<file path="config.mk">
export PLATFORM = sky130hd
export DESIGN_NAME = hazardForward_flat
export DESIGN_NICKNAME = d
export VERILOG_FILES = /design/src/mipsPkg.sv /design/src/mipsIf.sv /design/src/hazardForward.sv /design/src/flat_wrapper.sv
export SDC_FILE = /design/constraint.sdc
export NUM_CORES = 1
export LEC_CHECK = 0
export BUFFER_PORTS_ARGS = -buffer_cell sky130_fd_sc_hd__buf_2
export CORE_AREA = 2 2 39 41
export DETAILED_ROUTE_END_ITERATION = 6
export DIE_AREA = 0 0 41 43
export PLACE_DENSITY_LB_ADDON = 0.3
export SLEW_MARGIN = 20
export SYNTH_ARGS = -nofsm -noshare
export SYNTH_HDL_FRONTEND = slang
export SYNTH_SLANG_ARGS = --single-unit
export TNS_END_PERCENT = 5
</file>
<file path="constraint.sdc">
create_clock -name vclk -period 1.3
set_clock_uncertainty 0.1 [all_clocks]
set_input_delay 0.26 -clock vclk [all_inputs]
set_output_delay 0.26 -clock vclk [all_outputs]
set_load 0.005 [all_outputs]
</file>
<file path="src/mipsPkg.sv">
package mipsPkg;

    // ------------------------------------------------------------------
    // Widths and memory sizes
    // ------------------------------------------------------------------
    localparam int DataWidth     = 32;
    localparam int RegAddrWidth  = 5;
    localparam int ImemDepth     = 64;
    localparam int ImemAddrWidth = 6;
    localparam int DmemDepth     = 64;
    localparam int DmemAddrWidth = 6;

    // Primary opcodes
    localparam logic [5:0] OpRType = 6'h00;
    localparam logic [5:0] OpAddi  = 6'h08;
    localparam logic [5:0] OpLw    = 6'h23;
    localparam logic [5:0] OpSw    = 6'h2b;
    localparam logic [5:0] OpBeq   = 6'h04;
    localparam logic [5:0] OpBne   = 6'h05;

    // R-type function field
    localparam logic [5:0] FnAdd = 6'h20;
    localparam logic [5:0] FnSub = 6'h22;
    localparam logic [5:0] FnAnd = 6'h24;
    localparam logic [5:0] FnOr  = 6'h25;
    localparam logic [5:0] FnSlt = 6'h2a;

    // ALU operation, decode to execute
    localparam logic [2:0] AluAdd = 3'd0;
    localparam logic [2:0] AluSub = 3'd1;
    localparam logic [2:0] AluAnd = 3'd2;
    localparam logic [2:0] AluOr  = 3'd3;
    localparam logic [2:0] AluSlt = 3'd4;

    // Operand source selects for EX
    localparam logic [1:0] FwdNone  = 2'd0;
    localparam logic [1:0] FwdExMem = 2'd1;
    localparam logic [1:0] FwdMemWb = 2'd2;

    // ------------------------------------------------------------------
    // Instruction word, R and I format views
    // ------------------------------------------------------------------
    typedef union packed {
        struct packed {
            logic [5:0] opcode;
            logic [4:0] rs;
            logic [4:0] rt;
            logic [4:0] rd;
            logic [4:0] shamt;
            logic [5:0] funct;
        } rType;
        struct packed {
            logic [5:0]  opcode;
            logic [4:0]  rs;
            logic [4:0]  rt;
            logic [15:0] imm;
        } iType;
    } instrWordT;

endpackage

</file>
<file path="src/mipsIf.sv">
// ID/EX stage register contents
interface idExIf;
    import mipsPkg::*;

    logic                    valid;
    logic [2:0]              aluCtl;
    logic                    aluSrcImm;
    logic                    memRead;
    logic                    memWrite;
    logic                    regWrite;
    logic                    isBranch;
    logic                    branchNe;
    logic [RegAddrWidth-1:0] rs;
    logic [RegAddrWidth-1:0] rt;
    logic [RegAddrWidth-1:0] dest;
    logic [DataWidth-1:0]    rsData;
    logic [DataWidth-1:0]    rtData;
    logic [DataWidth-1:0]    imm;
    logic [DataWidth-1:0]    pcPlus4;

    modport source (output valid, aluCtl, aluSrcImm, memRead, memWrite, regWrite,
                    isBranch, branchNe, rs, rt, dest, rsData, rtData, imm, pcPlus4);
    modport sink (input valid, aluCtl, aluSrcImm, memRead, memWrite, regWrite,
                  isBranch, branchNe, rs, rt, dest, rsData, rtData, imm, pcPlus4);
    // Hazard unit only looks at register names and the load flag
    modport monitor (input valid, memRead, rs, rt, dest);
endinterface

// EX/MEM stage register contents
interface exMemIf;
    import mipsPkg::*;

    logic                    valid;
    logic                    memRead;
    logic                    memWrite;
    logic                    regWrite;
    logic [RegAddrWidth-1:0] dest;
    logic [DataWidth-1:0]    aluResult;
    logic [DataWidth-1:0]    storeData;

    modport source (output valid, memRead, memWrite, regWrite, dest, aluResult, storeData);
    modport sink (input valid, memRead, memWrite, regWrite, dest, aluResult, storeData);
    modport monitor (input regWrite, dest);
endinterface

</file>
<file path="src/hazardForward.sv">
module hazardForward (
    input  logic [mipsPkg::RegAddrWidth-1:0] ifRs,
    input  logic [mipsPkg::RegAddrWidth-1:0] ifRt,
    input  logic                             ifValid,
    idExIf.monitor                           idEx,
    exMemIf.monitor                          exMem,
    input  logic                             wbEn,
    input  logic [mipsPkg::RegAddrWidth-1:0] wbReg,
    output logic                             stall,
    output logic [1:0]                       fwdA,
    output logic [1:0]                       fwdB
);
    import mipsPkg::*;

    // Newest producer wins, r0 never forwarded
    function automatic logic [1:0] pickFwd(input logic [RegAddrWidth-1:0] src);
        logic [1:0] sel;
        sel = FwdNone;
        if (src != '0) begin
            if (exMem.regWrite && exMem.dest == src) begin
                sel = FwdExMem;
            end else if (wbEn && wbReg == src) begin
                sel = FwdMemWb;
            end
        end
        return sel;
    endfunction

    // Load in EX feeding the instruction in decode
    assign stall = ifValid && idEx.valid && idEx.memRead && idEx.dest != '0
                   && (idEx.dest == ifRs || idEx.dest == ifRt);

    assign fwdA = pickFwd(idEx.rs);
    assign fwdB = pickFwd(idEx.rt);

endmodule

</file>
<file path="src/flat_wrapper.sv">
// flat-port wrapper written by rule: the top's interface ports become plain ports
module hazardForward_flat import mipsPkg::*;
  (ifRs, ifRt, ifValid, wbEn, wbReg, stall, fwdA, fwdB, idEx_valid, idEx_memRead, idEx_rs, idEx_rt, idEx_dest, exMem_regWrite, exMem_dest);
  idExIf idEx_i ();
  exMemIf exMem_i ();
  input  logic [mipsPkg::RegAddrWidth-1:0] ifRs;
  input  logic [mipsPkg::RegAddrWidth-1:0] ifRt;
  input  logic ifValid;
  input  logic wbEn;
  input  logic [mipsPkg::RegAddrWidth-1:0] wbReg;
  output logic stall;
  output logic [1:0] fwdA;
  output logic [1:0] fwdB;
  input wire logic [$bits(idEx_i.valid)-1:0] idEx_valid;
  input wire logic [$bits(idEx_i.memRead)-1:0] idEx_memRead;
  input wire logic [$bits(idEx_i.rs)-1:0] idEx_rs;
  input wire logic [$bits(idEx_i.rt)-1:0] idEx_rt;
  input wire logic [$bits(idEx_i.dest)-1:0] idEx_dest;
  input wire logic [$bits(exMem_i.regWrite)-1:0] exMem_regWrite;
  input wire logic [$bits(exMem_i.dest)-1:0] exMem_dest;
  assign idEx_i.valid = idEx_valid;
  assign idEx_i.memRead = idEx_memRead;
  assign idEx_i.rs = idEx_rs;
  assign idEx_i.rt = idEx_rt;
  assign idEx_i.dest = idEx_dest;
  assign exMem_i.regWrite = exMem_regWrite;
  assign exMem_i.dest = exMem_dest;
  hazardForward u_core (.ifRs(ifRs), .ifRt(ifRt), .ifValid(ifValid), .idEx(idEx_i), .exMem(exMem_i), .wbEn(wbEn), .wbReg(wbReg), .stall(stall), .fwdA(fwdA), .fwdB(fwdB));
endmodule
</file>
==> results.toml <==
[sta]
setup_violations = 5
fmax_mhz = 628
hold_violations = 0
rsz0062_at_grt = "true"
slew_violations = 0
worst_pin_slew_ns = 0.275
slew_headroom_pct = 81.5
fin_crit_ns = 1.59
post-route-period-util_pct = 123
layout_setup_ws_ns = -0.293

[synthesis]
synth_top_cell_by_area = "xnor2_1"
syn_area_per_cell_um2 = 7.44
synth.top_cell.area_share_pct = 35.6
synth_area_leaders = "xnor2_1 36%, xor2_1 31%, or4_1 5.7%"
synth_cells = 53
synth.distinct_cells = 12
yosysSeqAreaShare_pct = 0
synth_fp_nets = 93
netlist_area_um2 = 394
yosys_warnings = 0

[floorplanning]
die-area_mm2 = 0.00176
core_area_mm2 = 0.00138
boundaryPins = 45
die_w_um = 41
row_count = 14
die_h_um = 43
start_util_pct = 28.5

[setup_path]
path_cells = "buf_6, or4_4, o2111ai_2, a21oi_1, buf_2"
crit_buf_inv = 2
critPathMaxStageDelay_ns = 0.52
crit_fanout = 2
arrival_ns = 1.23
critPathCaptureType = "output port"
start_kind = "primary input"
cpMaxStageDelayCell = "or4_4"
cp_top_family = "simple AND/OR/NAND/NOR gates"
crit_type = "primary input to output port"
cp.required_ns = 0.94

[global_route]
grtUsageTotal_pct = 13.8
antenna_found_initial = 0
first_global_vias = 477
grt_max_degree = 4
grt-ovfl-total = 0
grt_pass1_wl_um = 1790

[hold_path]
min_path_cells = 4
hold_path_class = "primary input to output port"
whs_endpoint = "stall"
min_from = "idEx_memRead"

[placed_design]
port_buffers = 45
dpl.cell_count = 123
hpwl_um = 1110
place_congestion = 0.685

[final_layout]
diodes = 0
flops_and_latches = 0
drive_gt1_share_pct = 57.9
n_clock_buffer = 0
register_area_um2 = 0
final_util_pct = 58.8
finalNetCount = 149
area_growth_pct = 106
finalNonFillerCells = 123

[clock_tree]
holdBufCountCts = 0
cts_setup_buffers = 0

[drt]
drt-total-wl_um = 1350
vias = 567
wl_per_cell_um = 11.0
dr.first_iter.drc_count = 2
drt.antenna.violating_nets = 0
viasPerCell = 4.61
route.detailed.drc = 0
drt_first_pass_iters = 2

[pwr]
power.leakage_nw = 0.383
ir_drop_mv = 0.131
powerDensity_mw_per_mm2 = 296

[run_status]
status = "finished, violations left"
violations = "setup timing"

[run]
max_cap_violations = 0
[cells in the final DEF (no fill, tap or decap), drive strengths merged]
| master | n |
|---|---|
| nor4b | 2 |
| nand4 | 2 |
| o2111ai | 1 |
| xnor2 | 16 |
| a21oi | 1 |
| nor2 | 4 |
| nor3 | 2 |
| or4 | 3 |
| nor4 | 2 |
| nand3 | 4 |
| buf | 54 |
| nand2 | 2 |
| xor2 | 14 |
[worst max-delay path by stage]
stage                     endpoint     startpoint  cells past startpoint  slack, ns
after floorplan              stall   idEx_dest[0]                      3      -0.07
final                        stall   idEx_dest[0]                      5      -0.29
after global placement       stall   idEx_dest[0]                      5      -0.35
after detailed placement     stall   idEx_dest[0]                      5      -0.33
after CTS                  fwdB[1]  exMem_dest[0]                      6      -0.31
after global routing       fwdB[1]  exMem_dest[3]                      6      -0.34
[Yosys cell counts]
cell type	n
nand3_1	4
nor2_1	4
nor3_1	2
nor4b_1	2
a21oi_1	1
xor2_1	14
nand2_1	2
xnor2_1	16
nand4_1	2
or4_1	3
o2111ai_1	1
nor4_1	2
[per-layer routing]
layer  vias up  part of all wire (%)  track usage (%)
met3         0                   7.9            0.524
met1       244                    37             16.8
met2        26                    55             26.3
met4         0                     0                0
met5         -                     0                0
li1        297                     -                -
[what timing repair did]
action,in CTS,in global routing
hold endpoints to repair,0,0
resized for setup,10,12
setup endpoints to repair,5,5
gates cloned,0,0
pin swaps,6,5
[through the flow]
step           TNS (ns)  setup WS, ns  total power, mW  cell area (µm²)  hold WS [ns]
3_5_place_dp      -1.47        -0.326            0.208              707         0.737
3_3_place_gp      -1.45        -0.352            0.203              707         0.742
4_1_cts           -1.46        -0.315            0.225              763         0.726
5_1_grt           -1.54        -0.344            0.264              813         0.739
6_report          -1.37        -0.293            0.240              813         0.726
2_1_floorplan    -0.114       -0.0651           0.0857              394         0.503
[layout make-up]
class                           count  area (µm²)
Fill cell                         132         571
Multi-Input combinational cell     53         447
Timing Repair Buffer               54         347
Tap cell                           16        20.0
[cells by family (layout without fill, tap and decap cells)]
family                 after synthesis  after routing  share of synthesized area, %
XOR/XNOR                            30             30                          66.7
AO/OA/AOI/OAI                        2              2                          3.49
AND/OR/NAND/NOR                     21             21                          29.8
buffers and inverters                0             54                             0
[power by group]
group	switching, mW	internal (mW)
logic	0.0994	0.141
clock network	0	0
registers	0	0
total	0.0994	0.141
(Power assumes the default switching activity.)
