[config.mk]
export PLATFORM = sky130hd
export DESIGN_NAME = memoryStage_flat
export DESIGN_NICKNAME = d
export VERILOG_FILES = /design/src/mipsPkg.sv /design/src/mipsIf.sv /design/src/memoryStage.sv /design/src/flat_wrapper.sv
export SDC_FILE = /design/constraint.sdc
export NUM_CORES = 2
export LEC_CHECK = 0
export ABC_AREA = 1
export BUFFER_PORTS_ARGS = -buffer_cell sky130_fd_sc_hd__buf_2
export CORE_MARGIN = 3
export CORE_UTILIZATION = 50
export CTS_BUF_LIST = sky130_fd_sc_hd__clkbuf_8 sky130_fd_sc_hd__clkbuf_16
export CTS_CLUSTER_SIZE = 40
export DETAILED_ROUTE_END_ITERATION = 7
export HOLD_SLACK_MARGIN = 0.06
export PLACE_DENSITY_LB_ADDON = 0.15
export REMOVE_ABC_BUFFERS = 1
export SETUP_SLACK_MARGIN = 0.2
export SLEW_MARGIN = 20
export SYNTH_ARGS = -nofsm -noshare
export SYNTH_HDL_FRONTEND = slang
export SYNTH_SLANG_ARGS = --single-unit
export TNS_END_PERCENT = 10
[constraint.sdc]
create_clock -name Clock -period 6.5 [get_ports Clock]
set_input_delay 0.325 -clock Clock [delete_from_list [all_inputs] [get_ports Clock]]
set_output_delay 0.325 -clock Clock [all_outputs]
set_load 0.005 [all_outputs]
[src/mipsPkg.sv]
package mipsPkg;

    // ------------------------------------------------------------------
    // Widths and memory sizes
    // ------------------------------------------------------------------
    localparam int DataWidth     = 32;
    localparam int RegAddrWidth  = 5;
    localparam int ImemDepth     = 64;
    localparam int ImemAddrWidth = 6;
    localparam int DmemDepth     = 64;
    localparam int DmemAddrWidth = 6;

    // Primary opcodes
    localparam logic [5:0] OpRType = 6'h00;
    localparam logic [5:0] OpAddi  = 6'h08;
    localparam logic [5:0] OpLw    = 6'h23;
    localparam logic [5:0] OpSw    = 6'h2b;
    localparam logic [5:0] OpBeq   = 6'h04;
    localparam logic [5:0] OpBne   = 6'h05;

    // R-type function field
    localparam logic [5:0] FnAdd = 6'h20;
    localparam logic [5:0] FnSub = 6'h22;
    localparam logic [5:0] FnAnd = 6'h24;
    localparam logic [5:0] FnOr  = 6'h25;
    localparam logic [5:0] FnSlt = 6'h2a;

    // ALU operation, decode to execute
    localparam logic [2:0] AluAdd = 3'd0;
    localparam logic [2:0] AluSub = 3'd1;
    localparam logic [2:0] AluAnd = 3'd2;
    localparam logic [2:0] AluOr  = 3'd3;
    localparam logic [2:0] AluSlt = 3'd4;

    // Operand source selects for EX
    localparam logic [1:0] FwdNone  = 2'd0;
    localparam logic [1:0] FwdExMem = 2'd1;
    localparam logic [1:0] FwdMemWb = 2'd2;

    // ------------------------------------------------------------------
    // Instruction word, R and I format views
    // ------------------------------------------------------------------
    typedef union packed {
        struct packed {
            logic [5:0] opcode;
            logic [4:0] rs;
            logic [4:0] rt;
            logic [4:0] rd;
            logic [4:0] shamt;
            logic [5:0] funct;
        } rType;
        struct packed {
            logic [5:0]  opcode;
            logic [4:0]  rs;
            logic [4:0]  rt;
            logic [15:0] imm;
        } iType;
    } instrWordT;

endpackage

[src/mipsIf.sv]


// EX/MEM stage register contents
interface exMemIf;
    import mipsPkg::*;

    logic                    valid;
    logic                    memRead;
    logic                    memWrite;
    logic                    regWrite;
    logic [RegAddrWidth-1:0] dest;
    logic [DataWidth-1:0]    aluResult;
    logic [DataWidth-1:0]    storeData;

    modport source (output valid, memRead, memWrite, regWrite, dest, aluResult, storeData);
    modport sink (input valid, memRead, memWrite, regWrite, dest, aluResult, storeData);
    modport monitor (input regWrite, dest);
endinterface

[src/memoryStage.sv]
module memoryStage (
    input  logic                              Clock,
    input  logic                              rst,
    exMemIf.sink                              exMem,
    output logic                              wbEn,
    output logic [mipsPkg::RegAddrWidth-1:0]  wbReg,
    output logic [mipsPkg::DataWidth-1:0]     wbData,
    output logic                              storeValid,
    output logic [mipsPkg::DmemAddrWidth-1:0] storeAddr,
    output logic [mipsPkg::DataWidth-1:0]     storeData
);
    import mipsPkg::*;

    logic [DataWidth-1:0]     dmem [DmemDepth];
    logic [DmemAddrWidth-1:0] dmemAddr;

    // Word index of the byte address
    assign dmemAddr = exMem.aluResult[DmemAddrWidth+1:2];

    assign storeValid = exMem.valid && exMem.memWrite;
    assign storeAddr  = dmemAddr;
    assign storeData  = exMem.storeData;

    always_ff @(posedge Clock) begin
        if (rst) begin
            for (int i = 0; i < DmemDepth; i++) begin
                dmem[i] <= '0;
            end
        end else if (storeValid) begin
            dmem[dmemAddr] <= exMem.storeData;
        end
    end

    // MEM/WB register with write-back select
    always_ff @(posedge Clock) begin
        if (rst) begin
            wbEn <= 1'b0;
        end else begin
            wbEn <= exMem.valid && exMem.regWrite && exMem.dest != '0;
        end
    end

    always_ff @(posedge Clock) begin
        wbReg  <= exMem.dest;
        wbData <= exMem.memRead ? dmem[dmemAddr] : exMem.aluResult;
    end

endmodule

[src/flat_wrapper.sv]
// flat-port wrapper written by rule: the top's interface ports become plain ports
module memoryStage_flat import mipsPkg::*;
  (Clock, rst, wbEn, wbReg, wbData, storeValid, storeAddr, storeData, exMem_valid, exMem_memRead, exMem_memWrite, exMem_regWrite, exMem_dest, exMem_aluResult, exMem_storeData);
  exMemIf exMem_i ();
  input  logic Clock;
  input  logic rst;
  output logic wbEn;
  output logic [mipsPkg::RegAddrWidth-1:0] wbReg;
  output logic [mipsPkg::DataWidth-1:0] wbData;
  output logic storeValid;
  output logic [mipsPkg::DmemAddrWidth-1:0] storeAddr;
  output logic [mipsPkg::DataWidth-1:0] storeData;
  input wire logic [$bits(exMem_i.valid)-1:0] exMem_valid;
  input wire logic [$bits(exMem_i.memRead)-1:0] exMem_memRead;
  input wire logic [$bits(exMem_i.memWrite)-1:0] exMem_memWrite;
  input wire logic [$bits(exMem_i.regWrite)-1:0] exMem_regWrite;
  input wire logic [$bits(exMem_i.dest)-1:0] exMem_dest;
  input wire logic [$bits(exMem_i.aluResult)-1:0] exMem_aluResult;
  input wire logic [$bits(exMem_i.storeData)-1:0] exMem_storeData;
  assign exMem_i.valid = exMem_valid;
  assign exMem_i.memRead = exMem_memRead;
  assign exMem_i.memWrite = exMem_memWrite;
  assign exMem_i.regWrite = exMem_regWrite;
  assign exMem_i.dest = exMem_dest;
  assign exMem_i.aluResult = exMem_aluResult;
  assign exMem_i.storeData = exMem_storeData;
  memoryStage u_core (.Clock(Clock), .rst(rst), .exMem(exMem_i), .wbEn(wbEn), .wbReg(wbReg), .wbData(wbData), .storeValid(storeValid), .storeAddr(storeAddr), .storeData(storeData));
endmodule
==> results by group <==
Run status
  – Outcome: finished clean

Clock tree
  – Sinks on the clock net: ~2100
  – Total CTS buffers: ~220
  – Cell at the root of the clock tree: clkbuf_16
  – Clk buf depth: 3
  – Post-CTS clock slew at the launch and capture registers of the worst setup and hold paths: approximately 60 ps
  – Number of levels the H-tree was split into: 4
  – Clock insertion delay at the later pin of the skew report: between 800 and 900 ps
  – Resize count post-CTS: 0
  – TritonCTS clock tree: built

Drt
  – Post-DR wirelength/cell: approximately 23 um
  – Number of vias after detailed routing: 75100
  – Pre-antenna DRT Iters: 6
  – Number of DRC markers after the initial detailed-route iteration: just over 9000
  – Vias per cell: between 5 and 6
  – DRT antenna net count: 0
  – Number of remaining DRC errors: 0
  – Final Routed Wirelength: between 300000 and 400000 um

Power
  – Max rail drop VDD: 266 uV
  – Static leakage: between 0.04 and 0.05 uW
  – Power density over cell area: 284 mW/mm2
  – Power, Total: between 30000 and 40000 uW

Worst setup path
  – Critical Path Sink Type: register
  – Cell-by-cell listing of the critical path: buf_8, inv_8, nor2_2, inv_1, nor3_2, nand2_1, buf_4, nand2_1, buf_4
  – Count of cells along the worst register-to-register path: 12
  – Critical-path top delay cell: nor3_2
  – Maximum fanout along the worst path: 110
  – Critical path data required time: roughly 7000 ps
  – Delay contributed by the slowest stage of the critical path: roughly 880 ps
  – Data arrival at the endpoint of the critical path: roughly 4100 ps
  – Sort of element at the start of the critical path: primary input
  – Critical path start-end classification: primary input to register

Global routing
  – Largest net degree at the start of global routing: around 180
  – Initial antenna violation count: 9
  – Overall Global Routing Usage: about a third
  – Global-route congestion overflow total: 0
  – Global-route wire length before repair: approximately 470000 um
  – Via count of the first global-routing pass: about 71000

Timing
  – Actual transition at the worst max-transition pin: between 1000 and 1500 ps
  – Max Transition Viols Final: 0
  – Clock period minus final worst setup slack: 3560 ps
  – Period utilization: a little over half
  – Worst rel slew slack: 19.9%
  – Highest attainable clock frequency: approximately 280 MHz
  – Hold Fails Final Rpt: 0
  – Unrepaired setup endpoints after global routing: no
  – Max Clock Skew: ~43 ps
  – Setup WS post-layout: roughly 3000 ps
  – Setup violation total in the final timing report: 0

Logic synthesis
  – Post-synthesis register bit count: 2086
  – Mean instance size in the synthesized netlist: between 8 and 9 um2
  – Count of synthesis-stage warnings from yosys: 0
  – Synth cell types: 26
  – Post-synthesis instance total: 11100
  – Post-synth design cell area: 0.0969 mm2
  – Part of the Yosys area used for sequential elements: 64.3%

Layout
  – Final cell utilization of the core: between 50% and 60%
  – P&R area growth vs syn: 9.79%
  – Number of inserted filler cells in the final layout: roughly 17000
  – Area occupied by multi-input gates: 0.0306 mm2
  – Post-route insts no fill: ~14000
  – Total Nets Final: 11000
  – Layout cells sized above 1: around 6.6%
  – Footprint of the flip-flops and latches: between 0.06 and 0.07 mm2

Place
  – Number of port buffers: around 150
  – Routability congestion estimate: just over 0.9
  – Half-perimeter wire length of the detailed placement result: approximately 190000 um
  – Worst slack after detailed placement: 2200 ps
  – Post-Place Cells: approximately 13000

Die
  – Die outline height: ~450 um
  – Placeable core area: about 0.19 mm2
  – Overall die area: around 0.2 mm2
  – Effective utilization at floorplan: 50.6%
  – Placement row count: 160
  – Die X-Extent: between 400 and 500 um
  – Number of primary I/O pins: about 150

Worst hold path
  – Cells on Worst Hold Path: 3
  – HP Class: primary input to register

Job
  – Number of max-cap violations: 0
-- through the flow --
step                area [um2]   TNS, ps  hold slack (ps)
finish                  106000         0              125
global route            106000         0              112
CTS                     106000         0             69.5
detailed placement       99200         0              444
global placement         99200         0              441
floorplan                93300  -9214040              353
-- per-layer routing --
metal  up-vias  track usage (%)  wire [um]
li1      34400                -          -
met1     36000             42.3     122000
met2      3935             50.5     148000
met3       680             5.06      30400
met4         6             15.4      17200
met5         -                0         45
-- cell usage in the layout (no fill, tap or decap), types with 37 or more instances in the layout --
cell type / Yosys / layout
inv_1: 81 / 154
dlygate4sd3_1: 0 / 39
buf_2: 169 / 148
nand3_1: 37 / 37
nand2_1: 5795 / 5793
dfxtp_1: 38 / 38
edfxtp_1: 2048 / 2048
clkinv_2: 0 / 63
nor2_1: 2141 / 2137
clkinv_1: 2 / 40
clkbuf_16: 0 / 224
buf_4: 38 / 203
-- cell usage after synthesis, drive strengths merged --
cell | instances | area [um2]
or2 | 26 | 163
nor3 | 12 | 101
a21oi | 21 | 105
nor4 | 4 | 55.1
clkinv | 2 | 7.51
clkbuf | 583 | 2190
nor2 | 2143 | 8050
a21boi | 1 | 7.51
o211ai | 7 | 52.6
buf | 280 | 1410
nand3b | 1 | 7.51
nand2 | 5795 | 21800
nand4 | 1 | 6.26
edfxtp | 2048 | 61500
dfxtp | 38 | 761
o21ai | 18 | 90.1
inv | 114 | 428
nand3 | 37 | 185
-- state kept, by name, summed over array words and instances, names as in the netlist --
signal	flops
u_core.dmem	2048
u_core.wbData	32
u_core.wbEn	1
u_core.wbReg	5
-- report_power, final --
group | switching (uW) | internal (uW) | leakage (uW)
Sequential | 195 | 15400 | 0.0198
Clock | 5300 | 6540 | 0.00357
Combinational | 2160 | 626 | 0.0241
-- worst paths after layout --
| kind | from | end | slack (ps) |
|---|---|---|---|
| hold reg to reg | u_core.dmem[20][31] | u_core.wbData[31] | 940 |
| hold / removal | exMem_storeData[15] | u_core.dmem[45][15] | 130 |
| setup / recovery | exMem_aluResult[4] | u_core.dmem[28][29] | 2940 |
| setup reg to reg | u_core.dmem[43][18] | u_core.wbData[18] | 4140 |
-- timing repair --
item	4_1_cts	5_1_grt
buffers inserted	0	0
hold buffers	39	0
endpoints found under the hold margin	39	0
-- worst max-delay path: cells and delay by family --
family                 cells  cell delay, ps
buffers and inverters      5            1710
and+or+nand+nor            4            1740
-- cell families after synthesis --
family	Yosys count	share of synthesized area [%]
compound gates	47	0.263
buf+inv	979	4.17
flops	2086	64.3
simple gates	8019	31.3
-- area by class of cell --
type                    count  area share [%]
flip-flops and latches   2086            58.5
diodes                      2         0.00471
clock inverters           165           0.941
inverters                 116           0.469
clock buffers             230            5.35
multi-input cells        8066            28.8
well taps                2511            2.95
repair buffers            413            2.93
No activity file was read; power rests on OpenSTA's default activity.
