## config.mk

```make
export PLATFORM = sky130hd
export DESIGN_NAME = executeStage_flat
export DESIGN_NICKNAME = d
export VERILOG_FILES = /design/src/mipsPkg.sv /design/src/mipsIf.sv /design/src/executeStage.sv /design/src/flat_wrapper.sv
export SDC_FILE = /design/constraint.sdc
export NUM_CORES = 1
export LEC_CHECK = 0
export ABC_AREA = 1
export BUFFER_PORTS_ARGS = -buffer_cell sky130_fd_sc_hd__buf_2
export CAP_MARGIN = 10
export CORE_UTILIZATION = 40
export DETAILED_ROUTE_END_ITERATION = 10
export SETUP_SLACK_MARGIN = 0.4
export SYNTH_ARGS = -nofsm -noshare
export SYNTH_HDL_FRONTEND = slang
export SYNTH_SLANG_ARGS = --single-unit
```

## constraint.sdc

```tcl
create_clock -name Clock -period 6.7 [get_ports Clock]
set_input_delay 0.67 -clock Clock [delete_from_list [all_inputs] [get_ports Clock]]
set_output_delay 0.67 -clock Clock [all_outputs]
set_load 0.02 [all_outputs]
```

## src/mipsPkg.sv

```systemverilog
package mipsPkg;

    // ------------------------------------------------------------------
    // Widths and memory sizes
    // ------------------------------------------------------------------
    localparam int DataWidth     = 32;
    localparam int RegAddrWidth  = 5;
    localparam int ImemDepth     = 64;
    localparam int ImemAddrWidth = 6;
    localparam int DmemDepth     = 64;
    localparam int DmemAddrWidth = 6;

    // Primary opcodes
    localparam logic [5:0] OpRType = 6'h00;
    localparam logic [5:0] OpAddi  = 6'h08;
    localparam logic [5:0] OpLw    = 6'h23;
    localparam logic [5:0] OpSw    = 6'h2b;
    localparam logic [5:0] OpBeq   = 6'h04;
    localparam logic [5:0] OpBne   = 6'h05;

    // R-type function field
    localparam logic [5:0] FnAdd = 6'h20;
    localparam logic [5:0] FnSub = 6'h22;
    localparam logic [5:0] FnAnd = 6'h24;
    localparam logic [5:0] FnOr  = 6'h25;
    localparam logic [5:0] FnSlt = 6'h2a;

    // ALU operation, decode to execute
    localparam logic [2:0] AluAdd = 3'd0;
    localparam logic [2:0] AluSub = 3'd1;
    localparam logic [2:0] AluAnd = 3'd2;
    localparam logic [2:0] AluOr  = 3'd3;
    localparam logic [2:0] AluSlt = 3'd4;

    // Operand source selects for EX
    localparam logic [1:0] FwdNone  = 2'd0;
    localparam logic [1:0] FwdExMem = 2'd1;
    localparam logic [1:0] FwdMemWb = 2'd2;

    // ------------------------------------------------------------------
    // Instruction word, R and I format views
    // ------------------------------------------------------------------
    typedef union packed {
        struct packed {
            logic [5:0] opcode;
            logic [4:0] rs;
            logic [4:0] rt;
            logic [4:0] rd;
            logic [4:0] shamt;
            logic [5:0] funct;
        } rType;
        struct packed {
            logic [5:0]  opcode;
            logic [4:0]  rs;
            logic [4:0]  rt;
            logic [15:0] imm;
        } iType;
    } instrWordT;

endpackage

```

## src/mipsIf.sv

```systemverilog
// ID/EX stage register contents
interface idExIf;
    import mipsPkg::*;

    logic                    valid;
    logic [2:0]              aluCtl;
    logic                    aluSrcImm;
    logic                    memRead;
    logic                    memWrite;
    logic                    regWrite;
    logic                    isBranch;
    logic                    branchNe;
    logic [RegAddrWidth-1:0] rs;
    logic [RegAddrWidth-1:0] rt;
    logic [RegAddrWidth-1:0] dest;
    logic [DataWidth-1:0]    rsData;
    logic [DataWidth-1:0]    rtData;
    logic [DataWidth-1:0]    imm;
    logic [DataWidth-1:0]    pcPlus4;

    modport source (output valid, aluCtl, aluSrcImm, memRead, memWrite, regWrite,
                    isBranch, branchNe, rs, rt, dest, rsData, rtData, imm, pcPlus4);
    modport sink (input valid, aluCtl, aluSrcImm, memRead, memWrite, regWrite,
                  isBranch, branchNe, rs, rt, dest, rsData, rtData, imm, pcPlus4);
    // Hazard unit only looks at register names and the load flag
    modport monitor (input valid, memRead, rs, rt, dest);
endinterface

// EX/MEM stage register contents
interface exMemIf;
    import mipsPkg::*;

    logic                    valid;
    logic                    memRead;
    logic                    memWrite;
    logic                    regWrite;
    logic [RegAddrWidth-1:0] dest;
    logic [DataWidth-1:0]    aluResult;
    logic [DataWidth-1:0]    storeData;

    modport source (output valid, memRead, memWrite, regWrite, dest, aluResult, storeData);
    modport sink (input valid, memRead, memWrite, regWrite, dest, aluResult, storeData);
    modport monitor (input regWrite, dest);
endinterface

```

## src/executeStage.sv

```systemverilog
module executeStage (
    input  logic                          Clock,
    input  logic                          rst,
    idExIf.sink                           idEx,
    input  logic [1:0]                    fwdA,
    input  logic [1:0]                    fwdB,
    input  logic [mipsPkg::DataWidth-1:0] wbData,
    exMemIf.source                        exMem,
    output logic                          branchTaken,
    output logic [mipsPkg::DataWidth-1:0] branchTarget
);
    import mipsPkg::*;

    logic [DataWidth-1:0] opA;
    logic [DataWidth-1:0] rtFwd;
    logic [DataWidth-1:0] opB;
    logic [DataWidth-1:0] aluResult;

    // ------------------------------------------------------------------
    // Operand forwarding
    // ------------------------------------------------------------------
    always_comb begin
        case (fwdA)
            FwdExMem: opA = exMem.aluResult;
            FwdMemWb: opA = wbData;
            default:  opA = idEx.rsData;
        endcase
        case (fwdB)
            FwdExMem: rtFwd = exMem.aluResult;
            FwdMemWb: rtFwd = wbData;
            default:  rtFwd = idEx.rtData;
        endcase
    end

    assign opB = idEx.aluSrcImm ? idEx.imm : rtFwd;

    always_comb begin
        case (idEx.aluCtl)
            AluSub:  aluResult = opA - opB;
            AluAnd:  aluResult = opA & opB;
            AluOr:   aluResult = opA | opB;
            AluSlt:  aluResult = {{(DataWidth-1){1'b0}}, $signed(opA) < $signed(opB)};
            default: aluResult = opA + opB;
        endcase
    end

    // Branch resolves here, compare uses the forwarded rt value
    assign branchTaken  = idEx.valid && idEx.isBranch && ((opA == rtFwd) != idEx.branchNe);
    assign branchTarget = idEx.pcPlus4 + {idEx.imm[DataWidth-3:0], 2'b00};

    // EX/MEM register
    always_ff @(posedge Clock) begin
        if (rst) begin
            exMem.valid    <= 1'b0;
            exMem.memRead  <= 1'b0;
            exMem.memWrite <= 1'b0;
            exMem.regWrite <= 1'b0;
        end else begin
            exMem.valid    <= idEx.valid;
            exMem.memRead  <= idEx.memRead;
            exMem.memWrite <= idEx.memWrite;
            exMem.regWrite <= idEx.regWrite;
        end
    end

    always_ff @(posedge Clock) begin
        exMem.dest      <= idEx.dest;
        exMem.aluResult <= aluResult;
        exMem.storeData <= rtFwd;
    end

endmodule

```

## src/flat_wrapper.sv

```systemverilog
// flat-port wrapper written by rule: the top's interface ports become plain ports
module executeStage_flat import mipsPkg::*;
  (Clock, rst, fwdA, fwdB, wbData, branchTaken, branchTarget, idEx_valid, idEx_aluCtl, idEx_aluSrcImm, idEx_memRead, idEx_memWrite, idEx_regWrite, idEx_isBranch, idEx_branchNe, idEx_rs, idEx_rt, idEx_dest, idEx_rsData, idEx_rtData, idEx_imm, idEx_pcPlus4, exMem_valid, exMem_memRead, exMem_memWrite, exMem_regWrite, exMem_dest, exMem_aluResult, exMem_storeData);
  idExIf idEx_i ();
  exMemIf exMem_i ();
  input  logic Clock;
  input  logic rst;
  input  logic [1:0] fwdA;
  input  logic [1:0] fwdB;
  input  logic [mipsPkg::DataWidth-1:0] wbData;
  output logic branchTaken;
  output logic [mipsPkg::DataWidth-1:0] branchTarget;
  input wire logic [$bits(idEx_i.valid)-1:0] idEx_valid;
  input wire logic [$bits(idEx_i.aluCtl)-1:0] idEx_aluCtl;
  input wire logic [$bits(idEx_i.aluSrcImm)-1:0] idEx_aluSrcImm;
  input wire logic [$bits(idEx_i.memRead)-1:0] idEx_memRead;
  input wire logic [$bits(idEx_i.memWrite)-1:0] idEx_memWrite;
  input wire logic [$bits(idEx_i.regWrite)-1:0] idEx_regWrite;
  input wire logic [$bits(idEx_i.isBranch)-1:0] idEx_isBranch;
  input wire logic [$bits(idEx_i.branchNe)-1:0] idEx_branchNe;
  input wire logic [$bits(idEx_i.rs)-1:0] idEx_rs;
  input wire logic [$bits(idEx_i.rt)-1:0] idEx_rt;
  input wire logic [$bits(idEx_i.dest)-1:0] idEx_dest;
  input wire logic [$bits(idEx_i.rsData)-1:0] idEx_rsData;
  input wire logic [$bits(idEx_i.rtData)-1:0] idEx_rtData;
  input wire logic [$bits(idEx_i.imm)-1:0] idEx_imm;
  input wire logic [$bits(idEx_i.pcPlus4)-1:0] idEx_pcPlus4;
  output wire logic [$bits(exMem_i.valid)-1:0] exMem_valid;
  output wire logic [$bits(exMem_i.memRead)-1:0] exMem_memRead;
  output wire logic [$bits(exMem_i.memWrite)-1:0] exMem_memWrite;
  output wire logic [$bits(exMem_i.regWrite)-1:0] exMem_regWrite;
  output wire logic [$bits(exMem_i.dest)-1:0] exMem_dest;
  output wire logic [$bits(exMem_i.aluResult)-1:0] exMem_aluResult;
  output wire logic [$bits(exMem_i.storeData)-1:0] exMem_storeData;
  assign idEx_i.valid = idEx_valid;
  assign idEx_i.aluCtl = idEx_aluCtl;
  assign idEx_i.aluSrcImm = idEx_aluSrcImm;
  assign idEx_i.memRead = idEx_memRead;
  assign idEx_i.memWrite = idEx_memWrite;
  assign idEx_i.regWrite = idEx_regWrite;
  assign idEx_i.isBranch = idEx_isBranch;
  assign idEx_i.branchNe = idEx_branchNe;
  assign idEx_i.rs = idEx_rs;
  assign idEx_i.rt = idEx_rt;
  assign idEx_i.dest = idEx_dest;
  assign idEx_i.rsData = idEx_rsData;
  assign idEx_i.rtData = idEx_rtData;
  assign idEx_i.imm = idEx_imm;
  assign idEx_i.pcPlus4 = idEx_pcPlus4;
  assign exMem_valid = exMem_i.valid;
  assign exMem_memRead = exMem_i.memRead;
  assign exMem_memWrite = exMem_i.memWrite;
  assign exMem_regWrite = exMem_i.regWrite;
  assign exMem_dest = exMem_i.dest;
  assign exMem_aluResult = exMem_i.aluResult;
  assign exMem_storeData = exMem_i.storeData;
  executeStage u_core (.Clock(Clock), .rst(rst), .idEx(idEx_i), .fwdA(fwdA), .fwdB(fwdB), .wbData(wbData), .exMem(exMem_i), .branchTaken(branchTaken), .branchTarget(branchTarget));
endmodule
```

==> impl_metrics.csv <==
group,metric,value,unit
drt,maxUsedRoutingLayer,"met4",
critical_path,worstSetupPathType,"primary input to flop",
clock_network,post_cts_buffers,0,
yosys,ys_ff_latch,73,
drt,finalWirelength,50.0,mm
flow_run,drv_cap,0,
yosys,syn_avg_cell_area,5.74,um2
yosys,ys_async_sr_fraction,0,%
clock_network,clk_pin_slew,0.08,ns
timing,skew,0.0191,ns
power_and_ir_drop,ir_drop,0.000154,V
timing,hold_viol,0,
drt,wl_per_cell,19.8,um
yosys,netlist_area,11000,um2
finish,final_cell_mix,"561 x nand2_1, 282 x buf_2, 211 x inv_1",
timing,fin_crit_sh,70.0,%
drt,viasPerCell,5.44,
drt,drc,0,
critical_path,required,6.93,ns
place,numPortBuffers,282,
yosys,yosysSeqAreaShare,13.2,%
drt,vias,13700,
finish,mostFrequentLayoutCell,"nand2_1",
timing,relSlewSlack,24.3,%
place,dp_slack,1.87,ns
critical_path,critPathArrivalTime,4.92,ns
global_routing,overflow,0,
timing,rsz0062_at_grt,"no",
drt,dr_wl_met2,21.6,mm
clock_network,numCtsBuffers,9,
yosys,yosys_warnings,0,
drt,first_pass_iters,5,
timing,setup_viol,0,
power_and_ir_drop,p_per_area,246,nW/um2
floorplanning,start_util,40.9,%
clock_network,clk_latency,0.36,ns
clock_network,cts-root-buf,"clkbuf_16",
finish,drive_above_1_share,19.6,%
global_routing,grt_pass1_vias,12800,
floorplanning,rows,60,
yosys,synth.distinct_cells,44,
critical_path,path_max_fanout,18,
run_status,outcome,"complete, no violations",
timing,fin_ws,2.01,ns
clock_network,clockBufferDepth,2,
yosys,syn_inst,1925,
timing,max_clock_freq,213,MHz
critical_path,end_kind,"flop",
floorplanning,die_area,28300,um2
place,dp_hpwl,41.9,mm
place,place.gp.congestion,1.04,
drt,met1_length,22.6,mm
yosys,synthFlopType,"dfxtp_1",
finish,syn2layout_area_growth,17.4,%
yosys,syn_nets,2248,
timing,fin_setup_tns,0,ns
clock_network,cts_sinks,73,
finish,fin_nets,2501,
yosys,synth-edff-count,0,
finish,fillCellCount,3036,
global_routing,grt_pass1_wl,73.7,mm
clock_network,ctsResizeCount,0,
clock_network,htreeDepth,3,
clock_network,cts_hold_buffers,0,
worst_hold_path,hp-class,"primary input to flop",
drt,ant_nets,0,
timing,drv_slew,0,
timing,whs,0.408,ns
global_routing,track_usage,34.6,%
timing,tightest_slew,1.13,ns
power_and_ir_drop,p_total,3.19,mW
power_and_ir_drop,p_leak,6.91,nW
floorplanning,core,27000,um2
floorplanning,num_io_pins,297,
global_routing,grt_max_degree,65,
global_routing,antenna_found_initial,3,
drt,dr_wl_met3,4.34,mm
floorplanning,die_y,168,um
floorplanning,dieWidth,168,um
critical_path,critPathLaunchType,"primary input",
clock_network,cts_tree,"yes",
drt,dr.first_iter.drc_count,1344,
timing,layout_min_cycle_time,4.69,ns
[logic make-up (layout without fill, tap and decap cells)]
group                      count (synthesis)  after routing  share of synthesized area [%]
adders and majority gates                132            132                           15.2
and+or+nand+nor                         1026           1026                           40.0
other                                      0              2                              0
buffers and inverters                    305            563                           11.2
AOI/OAI and AO/OA                        343            343                           16.7
xor gates and xnor gates                  46             46                           3.65
DFF                                       73             73                           13.2
[layout make-up]
class	instances	area, um2	share of cell area (%)
repair buffers	295	1510	11.6
well taps	341	427	3.29
clock inverters	7	45.0	0.347
clock buffers	9	225	1.74
diodes	2	5.00	0.0386
inverters	252	946	7.29
flip-flops and latches	73	1460	11.3
multi-input cells	1547	8350	64.4
[flip-flops by register name (all words and copies together) (netlist names)]
signal                  flops
u_core.exMem.aluResult     32
u_core.exMem.storeData     32
u_core.exMem.dest           5
u_core.exMem.memRead        1
u_core.exMem.memWrite       1
u_core.exMem.regWrite       1
u_core.exMem.valid          1
[layer usage]
| layer | vias up | track usage, % |
|---|---|---|
| met2 | 628 | 54.8 |
| met1 | 6292 | 47.3 |
| met5 | - | 0 |
| met3 | 83 | 6.30 |
| li1 | 6737 | - |
| met4 | 0 | 11.1 |
[through the flow]
step                      cell area, um2  cells  util, %
after CTS                          13000   2524     48.0
final                              13000   2526     48.0
after global routing               13000   2526     48.0
after floorplan                    11000   1925        -
after global placement             12700   2508     47.0
after detailed placement           12700   2508     47.0
[worst max-delay path, cell delays in order]
cell	delay, ns
buf_2	0.11
inv_1	0.05
ha_1	0.82
nand2_1	0.10
nand3_1	0.10
nand2_1	0.11
o21ai_0	0.86
inv_1	0.26
fa_1	0.53
o21ai_1	0.27
nand2_1	0.11
nand2_2	0.13
nand2_1	0.07
nand2_1	0.19
nand4_1	0.20
nand2_1	0.10
nand2_1	0.05
nand3_1	0.08
nand3_1	0.09
[worst paths after layout]
| path | from | end | slack [ns] | cells after the start |
|---|---|---|---|---|
| worst max-delay path | fwdB[0] | u_core.exMem.aluResult[28] | 2.01 | 19 |
| worst min-delay path | idEx_dest[2] | u_core.exMem.dest[2] | 0.41 | 1 |
| worst max register to register | u_core.exMem.aluResult[1] | u_core.exMem.aluResult[28] | 2.89 | 16 |
| worst min register to register | u_core.exMem.aluResult[8] | u_core.exMem.storeData[8] | 0.63 | 4 |
[power by group]
part / internal, mW / total, mW / switching (mW) / leakage, nW
logic: 0.637 / 2.09 / 1.45 / 6.16
clock network: 0.251 / 0.479 / 0.228 / 0.135
registers: 0.538 / 0.627 / 0.0882 / 0.615
[cells in the mapped netlist, types with 10 or more instances]
library cell | instances | share of area [%]
clkbuf_1 | 20 | 0.68
o21ai_1 | 17 | 0.77
buf_2 | 17 | 0.77
inv_1 | 211 | 7.2
o21ai_0 | 113 | 5.1
nor2_1 | 141 | 4.8
or2_2 | 30 | 1.7
nor3_1 | 59 | 2.7
nand2_1 | 561 | 19
nand4_1 | 13 | 0.74
nand2_2 | 24 | 1.4
xor2_1 | 28 | 2.2
nand3_1 | 163 | 7.4
dfxtp_1 | 73 | 13
a21oi_1 | 166 | 7.5
xnor2_1 | 18 | 1.4
o21bai_1 | 10 | 0.68
ha_1 | 129 | 15
inv_2 | 41 | 1.4
Note: power is estimated with default switching activity, not from simulation.
