File: config.mk
export PLATFORM = sky130hd
export DESIGN_NAME = decodeStage_flat
export DESIGN_NICKNAME = d
export VERILOG_FILES = /design/src/mipsPkg.sv /design/src/mipsIf.sv /design/src/decodeStage.sv /design/src/flat_wrapper.sv
export SDC_FILE = /design/constraint.sdc
export NUM_CORES = 2
export LEC_CHECK = 0
export ABC_AREA = 0
export BUFFER_PORTS_ARGS = -buffer_cell sky130_fd_sc_hd__buf_4
export CORE_MARGIN = 5
export CORE_UTILIZATION = 50
export CTS_CLUSTER_SIZE = 28
export DETAILED_ROUTE_END_ITERATION = 16
export GPL_TIMING_DRIVEN = 1
export PLACE_DENSITY = 0.67
export SYNTH_ARGS = -nofsm -noshare
export SYNTH_HDL_FRONTEND = slang
export SYNTH_SLANG_ARGS = --single-unit
File: constraint.sdc
create_clock -name Clock -period 4.2 [get_ports Clock]
set_input_delay 0.84 -clock Clock [delete_from_list [all_inputs] [get_ports Clock]]
set_output_delay 0.84 -clock Clock [all_outputs]
set_load 0.01 [all_outputs]
File: src/mipsPkg.sv
package mipsPkg;

    // ------------------------------------------------------------------
    // Widths and memory sizes
    // ------------------------------------------------------------------
    localparam int DataWidth     = 32;
    localparam int RegAddrWidth  = 5;
    localparam int ImemDepth     = 64;
    localparam int ImemAddrWidth = 6;
    localparam int DmemDepth     = 64;
    localparam int DmemAddrWidth = 6;

    // Primary opcodes
    localparam logic [5:0] OpRType = 6'h00;
    localparam logic [5:0] OpAddi  = 6'h08;
    localparam logic [5:0] OpLw    = 6'h23;
    localparam logic [5:0] OpSw    = 6'h2b;
    localparam logic [5:0] OpBeq   = 6'h04;
    localparam logic [5:0] OpBne   = 6'h05;

    // R-type function field
    localparam logic [5:0] FnAdd = 6'h20;
    localparam logic [5:0] FnSub = 6'h22;
    localparam logic [5:0] FnAnd = 6'h24;
    localparam logic [5:0] FnOr  = 6'h25;
    localparam logic [5:0] FnSlt = 6'h2a;

    // ALU operation, decode to execute
    localparam logic [2:0] AluAdd = 3'd0;
    localparam logic [2:0] AluSub = 3'd1;
    localparam logic [2:0] AluAnd = 3'd2;
    localparam logic [2:0] AluOr  = 3'd3;
    localparam logic [2:0] AluSlt = 3'd4;

    // Operand source selects for EX
    localparam logic [1:0] FwdNone  = 2'd0;
    localparam logic [1:0] FwdExMem = 2'd1;
    localparam logic [1:0] FwdMemWb = 2'd2;

    // ------------------------------------------------------------------
    // Instruction word, R and I format views
    // ------------------------------------------------------------------
    typedef union packed {
        struct packed {
            logic [5:0] opcode;
            logic [4:0] rs;
            logic [4:0] rt;
            logic [4:0] rd;
            logic [4:0] shamt;
            logic [5:0] funct;
        } rType;
        struct packed {
            logic [5:0]  opcode;
            logic [4:0]  rs;
            logic [4:0]  rt;
            logic [15:0] imm;
        } iType;
    } instrWordT;

endpackage

File: src/mipsIf.sv
// ID/EX stage register contents
interface idExIf;
    import mipsPkg::*;

    logic                    valid;
    logic [2:0]              aluCtl;
    logic                    aluSrcImm;
    logic                    memRead;
    logic                    memWrite;
    logic                    regWrite;
    logic                    isBranch;
    logic                    branchNe;
    logic [RegAddrWidth-1:0] rs;
    logic [RegAddrWidth-1:0] rt;
    logic [RegAddrWidth-1:0] dest;
    logic [DataWidth-1:0]    rsData;
    logic [DataWidth-1:0]    rtData;
    logic [DataWidth-1:0]    imm;
    logic [DataWidth-1:0]    pcPlus4;

    modport source (output valid, aluCtl, aluSrcImm, memRead, memWrite, regWrite,
                    isBranch, branchNe, rs, rt, dest, rsData, rtData, imm, pcPlus4);
    modport sink (input valid, aluCtl, aluSrcImm, memRead, memWrite, regWrite,
                  isBranch, branchNe, rs, rt, dest, rsData, rtData, imm, pcPlus4);
    // Hazard unit only looks at register names and the load flag
    modport monitor (input valid, memRead, rs, rt, dest);
endinterface


File: src/decodeStage.sv
module decodeStage (
    input  logic                             Clock,
    input  logic                             rst,
    input  mipsPkg::instrWordT               instr,
    input  logic [mipsPkg::DataWidth-1:0]    pcPlus4,
    input  logic                             valid,
    input  logic                             stall,
    input  logic                             branchTaken,
    input  logic                             wbEn,
    input  logic [mipsPkg::RegAddrWidth-1:0] wbReg,
    input  logic [mipsPkg::DataWidth-1:0]    wbData,
    idExIf.source                            idEx
);
    import mipsPkg::*;

    logic [DataWidth-1:0]    regs [2**RegAddrWidth];
    logic [2:0]              decAluCtl;
    logic                    decAluSrcImm;
    logic                    decMemRead;
    logic                    decMemWrite;
    logic                    decRegWrite;
    logic                    decIsBranch;
    logic                    decBranchNe;
    logic [RegAddrWidth-1:0] decDest;
    logic [DataWidth-1:0]    rsData;
    logic [DataWidth-1:0]    rtData;
    logic                    issue;

    // ------------------------------------------------------------------
    // Control decode
    // ------------------------------------------------------------------
    always_comb begin
        decAluCtl    = AluAdd;
        decAluSrcImm = 1'b0;
        decMemRead   = 1'b0;
        decMemWrite  = 1'b0;
        decRegWrite  = 1'b0;
        decIsBranch  = 1'b0;
        decBranchNe  = 1'b0;
        decDest      = instr.iType.rt;
        case (instr.rType.opcode)
            OpRType: begin
                decDest     = instr.rType.rd;
                decRegWrite = 1'b1;
                case (instr.rType.funct)
                    FnAdd:   decAluCtl = AluAdd;
                    FnSub:   decAluCtl = AluSub;
                    FnAnd:   decAluCtl = AluAnd;
                    FnOr:    decAluCtl = AluOr;
                    FnSlt:   decAluCtl = AluSlt;
                    default: decRegWrite = 1'b0;
                endcase
            end
            OpAddi: begin
                decAluSrcImm = 1'b1;
                decRegWrite  = 1'b1;
            end
            OpLw: begin
                decAluSrcImm = 1'b1;
                decMemRead   = 1'b1;
                decRegWrite  = 1'b1;
            end
            OpSw: begin
                decAluSrcImm = 1'b1;
                decMemWrite  = 1'b1;
            end
            OpBeq: decIsBranch = 1'b1;
            OpBne: begin
                decIsBranch = 1'b1;
                decBranchNe = 1'b1;
            end
            default: ;
        endcase
    end

    // Register file, write-through on the write-back port
    always_ff @(posedge Clock) begin
        if (rst) begin
            for (int i = 0; i < 2**RegAddrWidth; i++) begin
                regs[i] <= '0;
            end
        end else if (wbEn && wbReg != '0) begin
            regs[wbReg] <= wbData;
        end
    end

    assign rsData = (wbEn && wbReg == instr.rType.rs) ? wbData : regs[instr.rType.rs];
    assign rtData = (wbEn && wbReg == instr.rType.rt) ? wbData : regs[instr.rType.rt];

    // ------------------------------------------------------------------
    // ID/EX register, bubble on stall or redirect
    // ------------------------------------------------------------------
    assign issue = valid && !stall && !branchTaken;

    always_ff @(posedge Clock) begin
        if (rst) begin
            idEx.valid    <= 1'b0;
            idEx.memRead  <= 1'b0;
            idEx.memWrite <= 1'b0;
            idEx.regWrite <= 1'b0;
            idEx.isBranch <= 1'b0;
        end else begin
            idEx.valid    <= issue;
            idEx.memRead  <= issue && decMemRead;
            idEx.memWrite <= issue && decMemWrite;
            idEx.regWrite <= issue && decRegWrite;
            idEx.isBranch <= issue && decIsBranch;
        end
    end

    always_ff @(posedge Clock) begin
        idEx.aluCtl    <= decAluCtl;
        idEx.aluSrcImm <= decAluSrcImm;
        idEx.branchNe  <= decBranchNe;
        idEx.rs        <= instr.rType.rs;
        idEx.rt        <= instr.rType.rt;
        idEx.dest      <= decDest;
        idEx.rsData    <= rsData;
        idEx.rtData    <= rtData;
        idEx.imm       <= {{(DataWidth-16){instr.iType.imm[15]}}, instr.iType.imm};
        idEx.pcPlus4   <= pcPlus4;
    end

endmodule

File: src/flat_wrapper.sv
// flat-port wrapper written by rule: the top's interface ports become plain ports
module decodeStage_flat import mipsPkg::*;
  (Clock, rst, instr, pcPlus4, valid, stall, branchTaken, wbEn, wbReg, wbData, idEx_valid, idEx_aluCtl, idEx_aluSrcImm, idEx_memRead, idEx_memWrite, idEx_regWrite, idEx_isBranch, idEx_branchNe, idEx_rs, idEx_rt, idEx_dest, idEx_rsData, idEx_rtData, idEx_imm, idEx_pcPlus4);
  idExIf idEx_i ();
  input  logic Clock;
  input  logic rst;
  input  mipsPkg::instrWordT instr;
  input  logic [mipsPkg::DataWidth-1:0] pcPlus4;
  input  logic valid;
  input  logic stall;
  input  logic branchTaken;
  input  logic wbEn;
  input  logic [mipsPkg::RegAddrWidth-1:0] wbReg;
  input  logic [mipsPkg::DataWidth-1:0] wbData;
  output wire logic [$bits(idEx_i.valid)-1:0] idEx_valid;
  output wire logic [$bits(idEx_i.aluCtl)-1:0] idEx_aluCtl;
  output wire logic [$bits(idEx_i.aluSrcImm)-1:0] idEx_aluSrcImm;
  output wire logic [$bits(idEx_i.memRead)-1:0] idEx_memRead;
  output wire logic [$bits(idEx_i.memWrite)-1:0] idEx_memWrite;
  output wire logic [$bits(idEx_i.regWrite)-1:0] idEx_regWrite;
  output wire logic [$bits(idEx_i.isBranch)-1:0] idEx_isBranch;
  output wire logic [$bits(idEx_i.branchNe)-1:0] idEx_branchNe;
  output wire logic [$bits(idEx_i.rs)-1:0] idEx_rs;
  output wire logic [$bits(idEx_i.rt)-1:0] idEx_rt;
  output wire logic [$bits(idEx_i.dest)-1:0] idEx_dest;
  output wire logic [$bits(idEx_i.rsData)-1:0] idEx_rsData;
  output wire logic [$bits(idEx_i.rtData)-1:0] idEx_rtData;
  output wire logic [$bits(idEx_i.imm)-1:0] idEx_imm;
  output wire logic [$bits(idEx_i.pcPlus4)-1:0] idEx_pcPlus4;
  assign idEx_valid = idEx_i.valid;
  assign idEx_aluCtl = idEx_i.aluCtl;
  assign idEx_aluSrcImm = idEx_i.aluSrcImm;
  assign idEx_memRead = idEx_i.memRead;
  assign idEx_memWrite = idEx_i.memWrite;
  assign idEx_regWrite = idEx_i.regWrite;
  assign idEx_isBranch = idEx_i.isBranch;
  assign idEx_branchNe = idEx_i.branchNe;
  assign idEx_rs = idEx_i.rs;
  assign idEx_rt = idEx_i.rt;
  assign idEx_dest = idEx_i.dest;
  assign idEx_rsData = idEx_i.rsData;
  assign idEx_rtData = idEx_i.rtData;
  assign idEx_imm = idEx_i.imm;
  assign idEx_pcPlus4 = idEx_i.pcPlus4;
  decodeStage u_core (.Clock(Clock), .rst(rst), .instr(instr), .pcPlus4(pcPlus4), .valid(valid), .stall(stall), .branchTaken(branchTaken), .wbEn(wbEn), .wbReg(wbReg), .wbData(wbData), .idEx(idEx_i));
endmodule
==> metrics.cfg <==
[layout]
syn_to_final_growth_pct=13.6
final_cell_mix=edfxtp_1, and2_1, buf_4, mux4_2, mux2_2
final_cell_count_no_fill=5866
final_common_cell=edfxtp_1
layout-drive-gt1-share_pct=28.8
fillers=9038
nets=4336

[worst_setup_path]
timing.rr.start=u_core.regs[29][30]
required_ps=4800
reg2reg_to=u_core.idEx.rtData[30]
critPathLaunchType=primary input
cp-startpoint=instr[16]
crit_end=u_core.idEx.rtData[30]
critical_path.max_fanout=41
critical_path_class=primary input to flip-flop
crit_arrival_ps=3640
r2r_cells=4
cp-end-kind=flip-flop
r2r_slack_ps=2040

[drt]
vias=38400
drt_iter0_markers=5354
ant_nets=0
drc=0
routedWlPerCell_um=33.1
wirelength_um=194000
via_per_inst=6.55
drtPass1Iterations=5

[clock_network]
hold_buffers=0
path_clk_slew_ps=60
ctsResizeCount=0
cts_setup_buffers=0
htree_levels=4
numCtsBuffers=130
root_buffer=clkbuf_16
cts_tree=yes
clk_latency_ps=750
clockBufferDepth=3
cts.sinks=1161

[pwr]
pwr_density_cell_mw_per_mm2=429
p_leak_nw=24.0
vdd.ir_drop.worst_v=0.000478

[timing]
timing.setup.tns_ps=0
slew_headroom_pct=11.3
fmax_ghz=0.329
worst_slew_pin_slew_ps=1330
clock_skew_ps=18.7
setup_violations=0
slew_viol_final=0
hold_violations=0
min_period_ps=3040
rsz0062_at_grt=no
fin_crit_sh_pct=72.4

[floorplanning]
dieWidth_um=352
ios=260
core_mm2=0.116
die_y_um=352
row_count=125
die_area_mm2=0.124
start_util_pct=50.3

[run_status]
outcome=completed

[yosys]
synth_largest_area_cell=edfxtp_1
ys_seq_area_share_pct=57.3
ys_ff_latch=1161
syn_area_mm2=0.0585
syn-instance-count=4078
yosys_warnings=0
synthTopCellsByArea=edfxtp_1, mux4_2, and2_1
synthFlopType=edfxtp_1
avgSynthCellArea_um2=14.3
yosysTopAreaCellShare_pct=52.6
ys_async_sr_fraction_pct=0
synth_edf_count=1024
synth_cell_types=69

[grt]
grt_max_degree=81
grt_pass1_wl_um=276000
track_usage_pct=30.7
gr-total-overflow=0
grt_pass1_vias=38400
antenna_found_initial=13

[placed_design]
gp_congestion=0.883
dp.cells=5621
io_buffers=259
post-dp-hpwl_um=119000

[hold_path]
hold_path.class=primary input to flip-flop

[flow_run]
maxCapViolCount=0

layer usage:
layer | vias to the layer above | track usage (%) | share of wire [%]
met5 | - | 0 | 0.029
met4 | 8 | 15.0 | 5.7
met3 | 507 | 7.08 | 12
met2 | 2736 | 47.6 | 45
met1 | 19500 | 41.3 | 37
li1 | 15700 | - | -
through the flow:
stage / util, % / setup slack (ps) / instance area [um^2] / hold slack [ps] / total power [mW]
after floorplan: - / 1610 / 58600 / 700 / 15.6
after CTS: 57.2 / 1290 / 66400 / 151 / 28.5
after global routing: 57.2 / 1160 / 66400 / 171 / 29.2
after detailed placement: 53.4 / 515 / 62100 / 758 / 17.1
after global placement: 53.4 / 400 / 62100 / 763 / 17.0
final: 57.2 / 1160 / 66500 / 195 / 28.5
critical path: stages:
cell	delay, ps
buf_8	320
nand2b_1	610
nand2b_1	620
o221ai_1	220
a211oi_1	730
o31ai_1	170
how the worst min path moves through the flow:
stage	slack, ps	endpoint	start	depth (start not counted)
2_1_floorplan	700	u_core.idEx.rsData[13]	u_core.regs[2][13]	4
3_3_place_gp	760	u_core.idEx.rsData[8]	u_core.regs[13][8]	4
3_5_place_dp	760	u_core.idEx.rsData[8]	u_core.regs[13][8]	4
4_1_cts	150	u_core.idEx.pcPlus4[17]	pcPlus4[17]	1
5_1_grt	170	u_core.idEx.pcPlus4[6]	pcPlus4[6]	1
6_report	200	u_core.idEx.pcPlus4[21]	pcPlus4[21]	1
Yosys cell counts (all sizes together), types with 3 or more instances:
cell	number
a211oi	3
a21oi	3
a221oi	8
a22o	46
a22oi	116
and2	995
and4b	3
buf	195
clkbuf	237
dfxtp	137
edfxtp	1024
inv	5
mux2	217
mux2i	149
mux4	342
nand2	108
nand2b	3
nand3	45
nand3b	5
nand4b	4
nor2	68
nor2b	10
nor3	37
nor3b	3
nor4	18
nor4b	3
o21ai	27
o221ai	10
o22ai	149
o311ai	15
o31ai	9
o41ai	8
or2	32
or3	4
or3b	3
or4	9
xor2	8
logic make-up (layout without fill, tap and decap cells):
family,after synthesis,count (layout),synth area share (%)
other,1,38,0.00641
flip-flops,1161,1161,57.3
AO/OA/AOI/OAI,401,401,4.91
buffers and inverters,438,665,3.91
AND/OR/NAND/NOR,1359,1359,13.8
multiplexers,708,708,19.9
XOR/XNOR,10,10,0.150
sequential cells by signal (all words and copies together) (netlist names):
| name | count |
|---|---|
| u_core.idEx.memWrite | 1 |
| u_core.idEx.rtData | 32 |
| u_core.idEx.memRead | 1 |
| u_core.idEx.rt | 5 |
| u_core.regs | 1024 |
| u_core.idEx.rsData | 32 |
| u_core.idEx.isBranch | 1 |
| u_core.idEx.aluCtl | 3 |
| u_core.idEx.dest | 5 |
| u_core.idEx.imm | 16 |
| u_core.idEx.aluSrcImm | 1 |
| u_core.idEx.rs | 5 |
| u_core.idEx.regWrite | 1 |
| u_core.idEx.valid | 1 |
| u_core.idEx.pcPlus4 | 32 |
| u_core.idEx.branchNe | 1 |
report_power, final:
part	internal, mW	switching, mW	total, mW
Sequential	13.3	0.446	13.7
Clock	6.88	4.70	11.6
Combinational	1.40	1.81	3.20
area by class of cell:
type | instances | area (um^2) | area share (%)
Sequential cell | 1161 | 33500 | 50.4
Multi-Input combinational cell | 2510 | 23000 | 34.6
Clock buffer | 190 | 3910 | 5.88
Timing Repair Buffer | 421 | 3730 | 5.61
Tap cell | 1524 | 1910 | 2.87
Clock inverter | 49 | 425 | 0.640
Inverter | 5 | 18.8 | 0.0282
Antenna cell | 6 | 15.0 | 0.0226
Power figures use the tool's default switching activity.
